[src/hdl/mem_pkg.sv]
`default_nettype none

package mem_pkg;

    // Core side
    localparam int RW = 16;
    localparam int I_SIZE = 32;

    // Wishbone master port
    localparam int WB_DATA_W = 16;
    localparam int WB_ADDR_W = 24;
    localparam int WB_SEL_BITS = 2;

    // Zero bits above a core address to form a bus address
    localparam int WB_ADDR_PAD = WB_ADDR_W - RW;

    // Instruction cache geometry, one instruction per line
    localparam int IC_LINES = 16;
    localparam int IC_INDEX_W = $clog2(IC_LINES);
    localparam int IC_TAG_W = RW - IC_INDEX_W;

    // Refill FSM of the instruction cache
    localparam int IC_ST_W = 2;
    localparam logic [IC_ST_W-1:0] IC_IDLE = 2'd0;
    localparam logic [IC_ST_W-1:0] IC_RD_LO = 2'd1;
    localparam logic [IC_ST_W-1:0] IC_GAP = 2'd2;
    localparam logic [IC_ST_W-1:0] IC_RD_HI = 2'd3;

endpackage

`default_nettype wire

[src/hdl/icache.sv]
`timescale 1ns/100ps
`default_nettype none

module icache (
    input  wire                              i_clk,
    input  wire                              i_arst_n,

    input  wire                              i_fetch_req,
    input  wire  [mem_pkg::RW-1:0]           i_fetch_addr,
    output logic [mem_pkg::I_SIZE-1:0]       o_fetch_data,
    output logic                             o_fetch_ack,

    output logic                             o_wb_cyc,
    output logic                             o_wb_stb,
    output logic                             o_wb_we,
    output logic [mem_pkg::WB_ADDR_W-1:0]    o_wb_adr,
    output logic [mem_pkg::WB_SEL_BITS-1:0]  o_wb_sel,
    input  wire                              i_wb_ack,
    input  wire  [mem_pkg::WB_DATA_W-1:0]    i_wb_dat
);

    logic [mem_pkg::IC_ST_W-1:0]    state;
    logic [mem_pkg::IC_LINES-1:0]   line_valid;
    logic [mem_pkg::IC_TAG_W-1:0]   line_tag [mem_pkg::IC_LINES];
    logic [mem_pkg::I_SIZE-1:0]     line_data [mem_pkg::IC_LINES];
    logic [mem_pkg::WB_DATA_W-1:0]  lo_word;

    logic [mem_pkg::IC_INDEX_W-1:0] idx;
    logic [mem_pkg::IC_TAG_W-1:0]   req_tag;
    logic                           hit;
    logic                           start;
    logic                           lo_done;
    logic                           hi_done;

    // Each instruction spans two bus words, so bit 0 never selects a line
    assign idx = i_fetch_addr[mem_pkg::IC_INDEX_W:1];
    assign req_tag = {i_fetch_addr[mem_pkg::RW-1:mem_pkg::IC_INDEX_W+1], i_fetch_addr[0]};
    assign hit = line_valid[idx] && (line_tag[idx] == req_tag);

    // No new lookup in the cycle of an ack, the core still holds the old request
    assign start = (state == mem_pkg::IC_IDLE) && i_fetch_req && !o_fetch_ack;
    assign lo_done = (state == mem_pkg::IC_RD_LO) && i_wb_ack;
    assign hi_done = (state == mem_pkg::IC_RD_HI) && i_wb_ack;

    // Instruction fetch only reads
    assign o_wb_we = 1'b0;
    assign o_wb_sel = {mem_pkg::WB_SEL_BITS{1'b1}};

    always_ff @(posedge i_clk or negedge i_arst_n) begin
        if (!i_arst_n) begin
            state <= mem_pkg::IC_IDLE;
            line_valid <= '0;
            o_fetch_ack <= 1'b0;
            o_wb_cyc <= 1'b0;
            o_wb_stb <= 1'b0;
        end else begin
            o_fetch_ack <= 1'b0;
            case (state)
                mem_pkg::IC_IDLE: begin
                    if (start && hit) begin
                        o_fetch_ack <= 1'b1;
                    end else if (start) begin
                        o_wb_cyc <= 1'b1;
                        o_wb_stb <= 1'b1;
                        state <= mem_pkg::IC_RD_LO;
                    end
                end
                mem_pkg::IC_RD_LO: begin
                    // End this bus cycle, the high word gets a cycle of its own
                    if (lo_done) begin
                        o_wb_cyc <= 1'b0;
                        o_wb_stb <= 1'b0;
                        state <= mem_pkg::IC_GAP;
                    end
                end
                mem_pkg::IC_GAP: begin
                    o_wb_cyc <= 1'b1;
                    o_wb_stb <= 1'b1;
                    state <= mem_pkg::IC_RD_HI;
                end
                default: begin
                    if (hi_done) begin
                        o_wb_cyc <= 1'b0;
                        o_wb_stb <= 1'b0;
                        line_valid[idx] <= 1'b1;
                        o_fetch_ack <= 1'b1;
                        state <= mem_pkg::IC_IDLE;
                    end
                end
            endcase
        end
    end

    always_ff @(posedge i_clk) begin
        if (start && !hit) begin
            o_wb_adr <= {{mem_pkg::WB_ADDR_PAD{1'b0}}, i_fetch_addr};
        end
        if (state == mem_pkg::IC_GAP) begin
            o_wb_adr <= {{mem_pkg::WB_ADDR_PAD{1'b0}}, i_fetch_addr[mem_pkg::RW-1:1], 1'b1};
        end
        if (lo_done) begin
            lo_word <= i_wb_dat;
        end
        if (start && hit) begin
            o_fetch_data <= line_data[idx];
        end
        if (hi_done) begin
            o_fetch_data <= {i_wb_dat, lo_word};
            line_data[idx] <= {i_wb_dat, lo_word};
            line_tag[idx] <= req_tag;
        end
    end

    // The core needs a cycle to see the ack and move on
    a_ack_single: assert property (@(posedge i_clk) disable iff (!i_arst_n)
        o_fetch_ack |=> !o_fetch_ack);

    // The refill takes its line index and high word address from the held request
    a_req_held: assert property (@(posedge i_clk) disable iff (!i_arst_n)
        (state != mem_pkg::IC_IDLE) |-> (i_fetch_req && $stable(i_fetch_addr)));

endmodule

`default_nettype wire

[src/hdl/upper_core.sv]
`timescale 1ns/100ps
`default_nettype none

module upper_core (
    input  wire                              i_clk,
    input  wire                              i_arst_n,

    input  wire                              i_fetch_req,
    input  wire  [mem_pkg::RW-1:0]           i_fetch_addr,
    output logic [mem_pkg::I_SIZE-1:0]       o_fetch_data,
    output logic                             o_fetch_ack,

    input  wire                              i_data_req,
    input  wire                              i_data_we,
    input  wire  [mem_pkg::RW-1:0]           i_data_addr,
    input  wire  [mem_pkg::RW-1:0]           i_data_wdata,
    output logic [mem_pkg::RW-1:0]           o_data_rdata,
    output logic                             o_data_ack,
    output logic                             o_data_err,

    output logic                             o_wb_cyc,
    output logic                             o_wb_stb,
    output logic                             o_wb_we,
    output logic [mem_pkg::WB_ADDR_W-1:0]    o_wb_adr,
    output logic [mem_pkg::WB_DATA_W-1:0]    o_wb_dat,
    output logic [mem_pkg::WB_SEL_BITS-1:0]  o_wb_sel,
    input  wire  [mem_pkg::WB_DATA_W-1:0]    i_wb_dat,
    input  wire                              i_wb_ack,
    input  wire                              i_wb_err,
    input  wire                              i_wb_rty
);

    logic                            data_wb_cyc;
    logic                            data_wb_stb;
    logic                            data_wb_we;
    logic [mem_pkg::WB_ADDR_W-1:0]   data_wb_adr;
    logic [mem_pkg::WB_DATA_W-1:0]   data_wb_dat;
    logic [mem_pkg::WB_SEL_BITS-1:0] data_wb_sel;
    logic                            data_wb_ack;
    logic                            data_wb_err;
    logic                            data_wb_rty;

    logic                            fetch_wb_cyc;
    logic                            fetch_wb_stb;
    logic                            fetch_wb_we;
    logic [mem_pkg::WB_ADDR_W-1:0]   fetch_wb_adr;
    logic [mem_pkg::WB_SEL_BITS-1:0] fetch_wb_sel;
    logic                            fetch_wb_ack;

    wb_data_master data_wbm (
        .i_clk        (i_clk),
        .i_arst_n     (i_arst_n),
        .i_data_req   (i_data_req),
        .i_data_we    (i_data_we),
        .i_data_addr  (i_data_addr),
        .i_data_wdata (i_data_wdata),
        .o_data_rdata (o_data_rdata),
        .o_data_ack   (o_data_ack),
        .o_data_err   (o_data_err),
        .o_wb_cyc     (data_wb_cyc),
        .o_wb_stb     (data_wb_stb),
        .o_wb_we      (data_wb_we),
        .o_wb_adr     (data_wb_adr),
        .o_wb_dat     (data_wb_dat),
        .o_wb_sel     (data_wb_sel),
        .i_wb_ack     (data_wb_ack),
        .i_wb_err     (data_wb_err),
        .i_wb_rty     (data_wb_rty),
        .i_wb_dat     (i_wb_dat)
    );

    icache icache (
        .i_clk        (i_clk),
        .i_arst_n     (i_arst_n),
        .i_fetch_req  (i_fetch_req),
        .i_fetch_addr (i_fetch_addr),
        .o_fetch_data (o_fetch_data),
        .o_fetch_ack  (o_fetch_ack),
        .o_wb_cyc     (fetch_wb_cyc),
        .o_wb_stb     (fetch_wb_stb),
        .o_wb_we      (fetch_wb_we),
        .o_wb_adr     (fetch_wb_adr),
        .o_wb_sel     (fetch_wb_sel),
        .i_wb_ack     (fetch_wb_ack),
        .i_wb_dat     (i_wb_dat)
    );

    // The cache never writes, so its bus data is tied low
    wb_priority_arbiter wb_arb (
        .i_clk     (i_clk),
        .i_arst_n  (i_arst_n),
        .i_wb0_cyc (data_wb_cyc),
        .i_wb0_stb (data_wb_stb),
        .i_wb0_we  (data_wb_we),
        .i_wb0_adr (data_wb_adr),
        .i_wb0_dat (data_wb_dat),
        .i_wb0_sel (data_wb_sel),
        .o_wb0_ack (data_wb_ack),
        .o_wb0_err (data_wb_err),
        .o_wb0_rty (data_wb_rty),
        .i_wb1_cyc (fetch_wb_cyc),
        .i_wb1_stb (fetch_wb_stb),
        .i_wb1_we  (fetch_wb_we),
        .i_wb1_adr (fetch_wb_adr),
        .i_wb1_dat ({mem_pkg::WB_DATA_W{1'b0}}),
        .i_wb1_sel (fetch_wb_sel),
        .o_wb1_ack (fetch_wb_ack),
        .o_wb1_err (),
        .o_wb1_rty (),
        .o_wb_cyc  (o_wb_cyc),
        .o_wb_stb  (o_wb_stb),
        .o_wb_we   (o_wb_we),
        .o_wb_adr  (o_wb_adr),
        .o_wb_dat  (o_wb_dat),
        .o_wb_sel  (o_wb_sel),
        .i_wb_ack  (i_wb_ack),
        .i_wb_err  (i_wb_err),
        .i_wb_rty  (i_wb_rty)
    );

endmodule

`default_nettype wire

[src/hdl/wb_data_master.sv]
`timescale 1ns/100ps
`default_nettype none

module wb_data_master (
    input  wire                              i_clk,
    input  wire                              i_arst_n,

    input  wire                              i_data_req,
    input  wire                              i_data_we,
    input  wire  [mem_pkg::RW-1:0]           i_data_addr,
    input  wire  [mem_pkg::RW-1:0]           i_data_wdata,
    output logic [mem_pkg::RW-1:0]           o_data_rdata,
    output logic                             o_data_ack,
    output logic                             o_data_err,

    output logic                             o_wb_cyc,
    output logic                             o_wb_stb,
    output logic                             o_wb_we,
    output logic [mem_pkg::WB_ADDR_W-1:0]    o_wb_adr,
    output logic [mem_pkg::WB_DATA_W-1:0]    o_wb_dat,
    output logic [mem_pkg::WB_SEL_BITS-1:0]  o_wb_sel,
    input  wire                              i_wb_ack,
    input  wire                              i_wb_err,
    input  wire                              i_wb_rty,
    input  wire  [mem_pkg::WB_DATA_W-1:0]    i_wb_dat
);

    logic start;
    logic done;
    logic retry;

    // cyc high with stb low is the one-cycle pause after rty
    assign start = i_data_req && !o_data_ack && !o_wb_cyc;
    assign done = o_wb_stb && (i_wb_ack || i_wb_err);
    assign retry = o_wb_stb && i_wb_rty && !done;

    assign o_wb_sel = {mem_pkg::WB_SEL_BITS{1'b1}};

    always_ff @(posedge i_clk or negedge i_arst_n) begin
        if (!i_arst_n) begin
            o_wb_cyc <= 1'b0;
            o_wb_stb <= 1'b0;
            o_wb_we <= 1'b0;
            o_data_ack <= 1'b0;
            o_data_err <= 1'b0;
        end else begin
            o_data_ack <= done;
            o_data_err <= o_wb_stb && i_wb_err;
            if (start) begin
                o_wb_cyc <= 1'b1;
                o_wb_stb <= 1'b1;
                o_wb_we <= i_data_we;
            end else if (done) begin
                o_wb_cyc <= 1'b0;
                o_wb_stb <= 1'b0;
                o_wb_we <= 1'b0;
            end else if (retry) begin
                o_wb_stb <= 1'b0;
            end else if (o_wb_cyc && !o_wb_stb) begin
                o_wb_stb <= 1'b1;
            end
        end
    end

    always_ff @(posedge i_clk) begin
        if (start) begin
            o_wb_adr <= {{mem_pkg::WB_ADDR_PAD{1'b0}}, i_data_addr};
            o_wb_dat <= i_data_wdata;
        end
        if (done && !o_wb_we) begin
            o_data_rdata <= i_wb_dat;
        end
    end

    a_err_with_ack: assert property (@(posedge i_clk) disable iff (!i_arst_n)
        o_data_err |-> o_data_ack);

endmodule

`default_nettype wire

[src/hdl/wb_priority_arbiter.sv]
`timescale 1ns/100ps
`default_nettype none

module wb_priority_arbiter (
    input  wire                              i_clk,
    input  wire                              i_arst_n,

    // Data master has the higher priority
    input  wire                              i_wb0_cyc,
    input  wire                              i_wb0_stb,
    input  wire                              i_wb0_we,
    input  wire  [mem_pkg::WB_ADDR_W-1:0]    i_wb0_adr,
    input  wire  [mem_pkg::WB_DATA_W-1:0]    i_wb0_dat,
    input  wire  [mem_pkg::WB_SEL_BITS-1:0]  i_wb0_sel,
    output logic                             o_wb0_ack,
    output logic                             o_wb0_err,
    output logic                             o_wb0_rty,

    // Instruction cache
    input  wire                              i_wb1_cyc,
    input  wire                              i_wb1_stb,
    input  wire                              i_wb1_we,
    input  wire  [mem_pkg::WB_ADDR_W-1:0]    i_wb1_adr,
    input  wire  [mem_pkg::WB_DATA_W-1:0]    i_wb1_dat,
    input  wire  [mem_pkg::WB_SEL_BITS-1:0]  i_wb1_sel,
    output logic                             o_wb1_ack,
    output logic                             o_wb1_err,
    output logic                             o_wb1_rty,

    output logic                             o_wb_cyc,
    output logic                             o_wb_stb,
    output logic                             o_wb_we,
    output logic [mem_pkg::WB_ADDR_W-1:0]    o_wb_adr,
    output logic [mem_pkg::WB_DATA_W-1:0]    o_wb_dat,
    output logic [mem_pkg::WB_SEL_BITS-1:0]  o_wb_sel,
    input  wire                              i_wb_ack,
    input  wire                              i_wb_err,
    input  wire                              i_wb_rty
);

    logic grant;
    logic owner_cyc;

    assign owner_cyc = grant ? i_wb1_cyc : i_wb0_cyc;

    // Idle bus falls back to the data master
    always_ff @(posedge i_clk or negedge i_arst_n) begin
        if (!i_arst_n) begin
            grant <= 1'b0;
        end else if (!owner_cyc) begin
            grant <= !i_wb0_cyc && i_wb1_cyc;
        end
    end

    always_comb begin
        o_wb_cyc = owner_cyc;
        o_wb_stb = grant ? i_wb1_stb : i_wb0_stb;
        o_wb_we = grant ? i_wb1_we : i_wb0_we;
        o_wb_adr = grant ? i_wb1_adr : i_wb0_adr;
        o_wb_dat = grant ? i_wb1_dat : i_wb0_dat;
        o_wb_sel = grant ? i_wb1_sel : i_wb0_sel;
        o_wb0_ack = !grant && i_wb_ack;
        o_wb0_err = !grant && i_wb_err;
        o_wb0_rty = !grant && i_wb_rty;
        o_wb1_ack = grant && i_wb_ack;
        o_wb1_err = grant && i_wb_err;
        o_wb1_rty = grant && i_wb_rty;
    end

    // A response only reaches a master that is inside its own bus cycle
    a_resp0_in_cyc: assert property (@(posedge i_clk) disable iff (!i_arst_n)
        (o_wb0_ack || o_wb0_err || o_wb0_rty) |-> i_wb0_cyc);

    a_resp1_in_cyc: assert property (@(posedge i_clk) disable iff (!i_arst_n)
        (o_wb1_ack || o_wb1_err || o_wb1_rty) |-> i_wb1_cyc);

endmodule

`default_nettype wire

[config.mk]
export PLATFORM = sky130hd
export DESIGN_NAME = upper_core
export DESIGN_NICKNAME = d
export VERILOG_FILES = /design/src/hdl/mem_pkg.sv /design/src/hdl/icache.sv /design/src/hdl/upper_core.sv /design/src/hdl/wb_data_master.sv /design/src/hdl/wb_priority_arbiter.sv
export SDC_FILE = /design/constraint.sdc
export NUM_CORES = 1
export LEC_CHECK = 0
export ABC_AREA = 0
export BUFFER_PORTS_ARGS = -buffer_cell sky130_fd_sc_hd__buf_2
export CAP_MARGIN = 25
export CELL_PAD_IN_SITES_DETAIL_PLACEMENT = 1
export CELL_PAD_IN_SITES_GLOBAL_PLACEMENT = 2
export CORE_UTILIZATION = 45
export CTS_BUF_LIST = sky130_fd_sc_hd__clkbuf_2
export DETAILED_ROUTE_END_ITERATION = 10
export PLACE_DENSITY_LB_ADDON = 0.1
export RECOVER_POWER = 25
export REMOVE_ABC_BUFFERS = 1
export SLEW_MARGIN = 20
export SYNTH_ARGS = -nofsm -noshare
export SYNTH_HDL_FRONTEND = slang
export SYNTH_HIERARCHICAL = 1
export SYNTH_SLANG_ARGS = --single-unit
[constraint.sdc]
create_clock -name i_clk -period 9.7 [get_ports i_clk]
set_input_delay 1.94 -clock i_clk [delete_from_list [all_inputs] [get_ports i_clk]]
set_output_delay 1.94 -clock i_clk [all_outputs]
set_load 0.01 [all_outputs]
==> impl_metrics.py <==
metrics = {
    "status": {
        "status": "finished clean",
    },
    "power_and_ir_drop": {
        "sequentialPowerShare_pct": 56.1,
        "swShare_pct": 26.7,
        "p_leak_nw": 12.6,
        "p_sw_w": 0.00206,
        "powerDensity_nw_per_um2": 209,
        "power_frac_comb_pct": 13.3,
        "p_clk_share_pct": 30.6,
        "internal_power_w": 0.00566,
        "finalPower_w": 0.00771,
        "peakVddDrop_mv": 0.0950,
    },
    "synth": {
        "yosys_warnings": 6,
        "synth_cells": 1498,
        "syn_avg_cell_area_um2": 22.2,
        "syn_area_um2": 33200,
    },
    "floorplan": {
        "dieArea_um2": 74900,
        "die_width_um": 274,
        "core-area_um2": 73000,
        "ios": 168,
        "floorplan.initialDensity_pct": 45.5,
        "core.rowCount": 99,
        "die_h_um": 274,
    },
    "clock_network": {
        "cts_buffers": 211,
        "clk_latency_ps": 1370,
        "postCtsHoldBufs": 0,
        "cts_resized": 0,
        "path_clk_slew_ps": 90,
        "cts_tree": "yes",
        "cts.path.max_buffers": 3,
        "clock_tree.root_cell": "clkbuf_2",
        "post_cts_buffers": 0,
        "cts_sinks": 841,
        "h-tree-depth": 4,
    },
    "placed_design": {
        "globalplace.congestion": 0.751,
        "io_buffers": 157,
        "dp_cells": 2579,
        "preCtsSetupSlack_ps": 2840,
        "hpwlAfterDp_um": 41600,
    },
    "critical_path": {
        "r2r_end": "icache/o_fetch_data[15]",
        "r2r-start": "icache/line_tag[6][6]",
        "arrival_ps": 6500,
        "criticalPathCategory": "in2reg",
        "required_ps": 10700,
        "cp-end-kind": "flop",
        "path_cells": "clkbuf_8 > buf_4 > mux4_2 > mux2i_1 > xor2_1 > a31oi_1 > nor4_1 > nand3_1 > or2_1 > o21ai_4 > buf_4",
        "crit_path_start_kind": "input pin",
        "cpMostUsedCell": "buf_4",
        "rrSetupSlack_ps": 5680,
        "worst_r2r_path_depth": 7,
        "critPathSlowestCell": "buf_4",
        "path_max_fanout": 72,
        "max_stage_delay_ps": 700,
    },
    "timing": {
        "setup_ws_ps": 4200,
        "rsz0062_at_grt": "false",
        "fin_setup_tns_ps": 0,
        "clock_skew_ps": 83.8,
        "fmax_ghz": 0.182,
        "finalCriticalPeriod_ps": 5500,
        "finalSetupViolCount": 0,
        "relSlewSlack_pct": 5.61,
        "finalMaxSlewViolations": 0,
        "finalCritPeriodShare_pct": 56.7,
        "hold_viol": 0,
        "timing.hold.ws_ps": 474,
        "worstMarginPinSlew_ps": 1420,
    },
    "finish": {
        "stdcell_count": 2947,
        "final_common_cell": "edfxtp_1",
        "drive_gt1_share_pct": 42.1,
        "regArea_um2": 25100,
        "multiInputGateArea_um2": 7670,
        "final_cell_mix": "815 x edfxtp_1, 315 x clkbuf_2, 186 x mux4_2",
        "n_fill_cell": 6702,
        "nets": 1911,
        "area_growth_pct": 11.4,
    },
    "grt": {
        "antenna_found_initial": 2,
        "grt_max_degree": 73,
        "gr-total-overflow": 0,
        "track_usage_pct": 21.4,
        "grt_pass1_vias": 17500,
        "grt_pass1_wl_um": 114000,
    },
    "drt": {
        "drt_pass1_iterations": 5,
        "ant_nets": 0,
        "dr.first_iter.drc_count": 1069,
        "vias_per_cell": 5.49,
        "routed_wl_um": 78500,
        "drcViolationCount": 0,
        "num_vias": 16200,
        "post_drt_wl_per_cell_um": 26.6,
    },
    "min_path": {
        "hp-start": "icache/line_valid[2]",
        "min_path_type": "reg2reg",
        "min_path_cells": 1,
        "holdPathEnd": "icache/line_valid[2]",
    },
    "flow_run": {
        "drv_cap": 0,
    },
}
## power by group through the flow
| stage | Sequential [W] | Combinational, W | Clock [W] |
|---|---|---|---|
| floorplan | 0.00443 | 0.000594 | 0 |
| global placement | 0.00440 | 0.00102 | 0 |
| detailed placement | 0.00441 | 0.00103 | 0 |
| CTS | 0.00433 | 0.00104 | 0.00247 |
| global route | 0.00435 | 0.00112 | 0.00262 |
| finish | 0.00433 | 0.00103 | 0.00236 |
## sequential cells by signal (all words and copies together) (netlist names)
register / count
data_wbm/o_data_rdata: 16
icache/o_fetch_ack: 1
data_wbm/o_wb_dat: 16
icache/state: 2
icache/line_tag: 192
icache/o_fetch_data: 32
icache/line_valid: 16
wb_arb/grant: 1
data_wbm/o_wb_adr: 16
data_wbm/o_wb_cyc: 1
data_wbm/o_wb_we: 1
data_wbm/o_wb_stb: 1
data_wbm/o_data_err: 1
data_wbm/o_data_ack: 1
icache/lo_word: 16
icache/o_wb_adr: 16
icache/line_data: 512
## worst max-delay path, delay by kind of cell
family / cells / cell delay, ps
buffers and inverters: 3 / 1630
AO/OA/AOI/OAI: 2 / 790
AND/OR/NAND/NOR: 3 / 940
XOR/XNOR: 1 / 160
multiplexers: 2 / 780
## per-layer routing
metal / share of wire, % / global-route usage (%) / wire length [um] / vias up
met5: 0.022 / 0 / 17 / -
met4: 1.5 / 6.56 / 1140 / 2
met3: 4.8 / 4.40 / 3740 / 86
met2: 50 / 35.3 / 39400 / 451
met1: 44 / 28.7 / 34200 / 8668
li1: - / - / - / 6958
## how the worst max path moves through the flow
stage	startpoint	to	cells past startpoint
floorplan	i_fetch_addr[2]	icache/o_fetch_data[0]	8
finish	i_fetch_addr[2]	icache/o_fetch_data[15]	11
global placement	i_fetch_addr[2]	icache/o_fetch_data[12]	11
CTS	i_fetch_addr[2]	icache/o_fetch_data[26]	11
detailed placement	i_fetch_addr[2]	icache/o_fetch_data[25]	11
global route	i_fetch_addr[2]	icache/o_fetch_data[26]	11
## layout make-up
type / count / area share [%]
antenna: 1 / 0.00676
clock buffer: 315 / 4.26
clock inverter: 51 / 0.876
inverter: 13 / 0.132
multi-input combinational: 580 / 20.7
sequential: 841 / 67.9
tap: 959 / 3.24
timing repair buffer: 187 / 2.84
## through the flow
stage / area [um^2] / utilization [%]
5_1_grt: 37000 / 50.7
6_report: 37000 / 50.7
3_3_place_gp: 35100 / 48.1
2_1_floorplan: 32700 / -
3_5_place_dp: 35100 / 48.1
4_1_cts: 37000 / 50.7
Power figures use the tool's default switching activity.
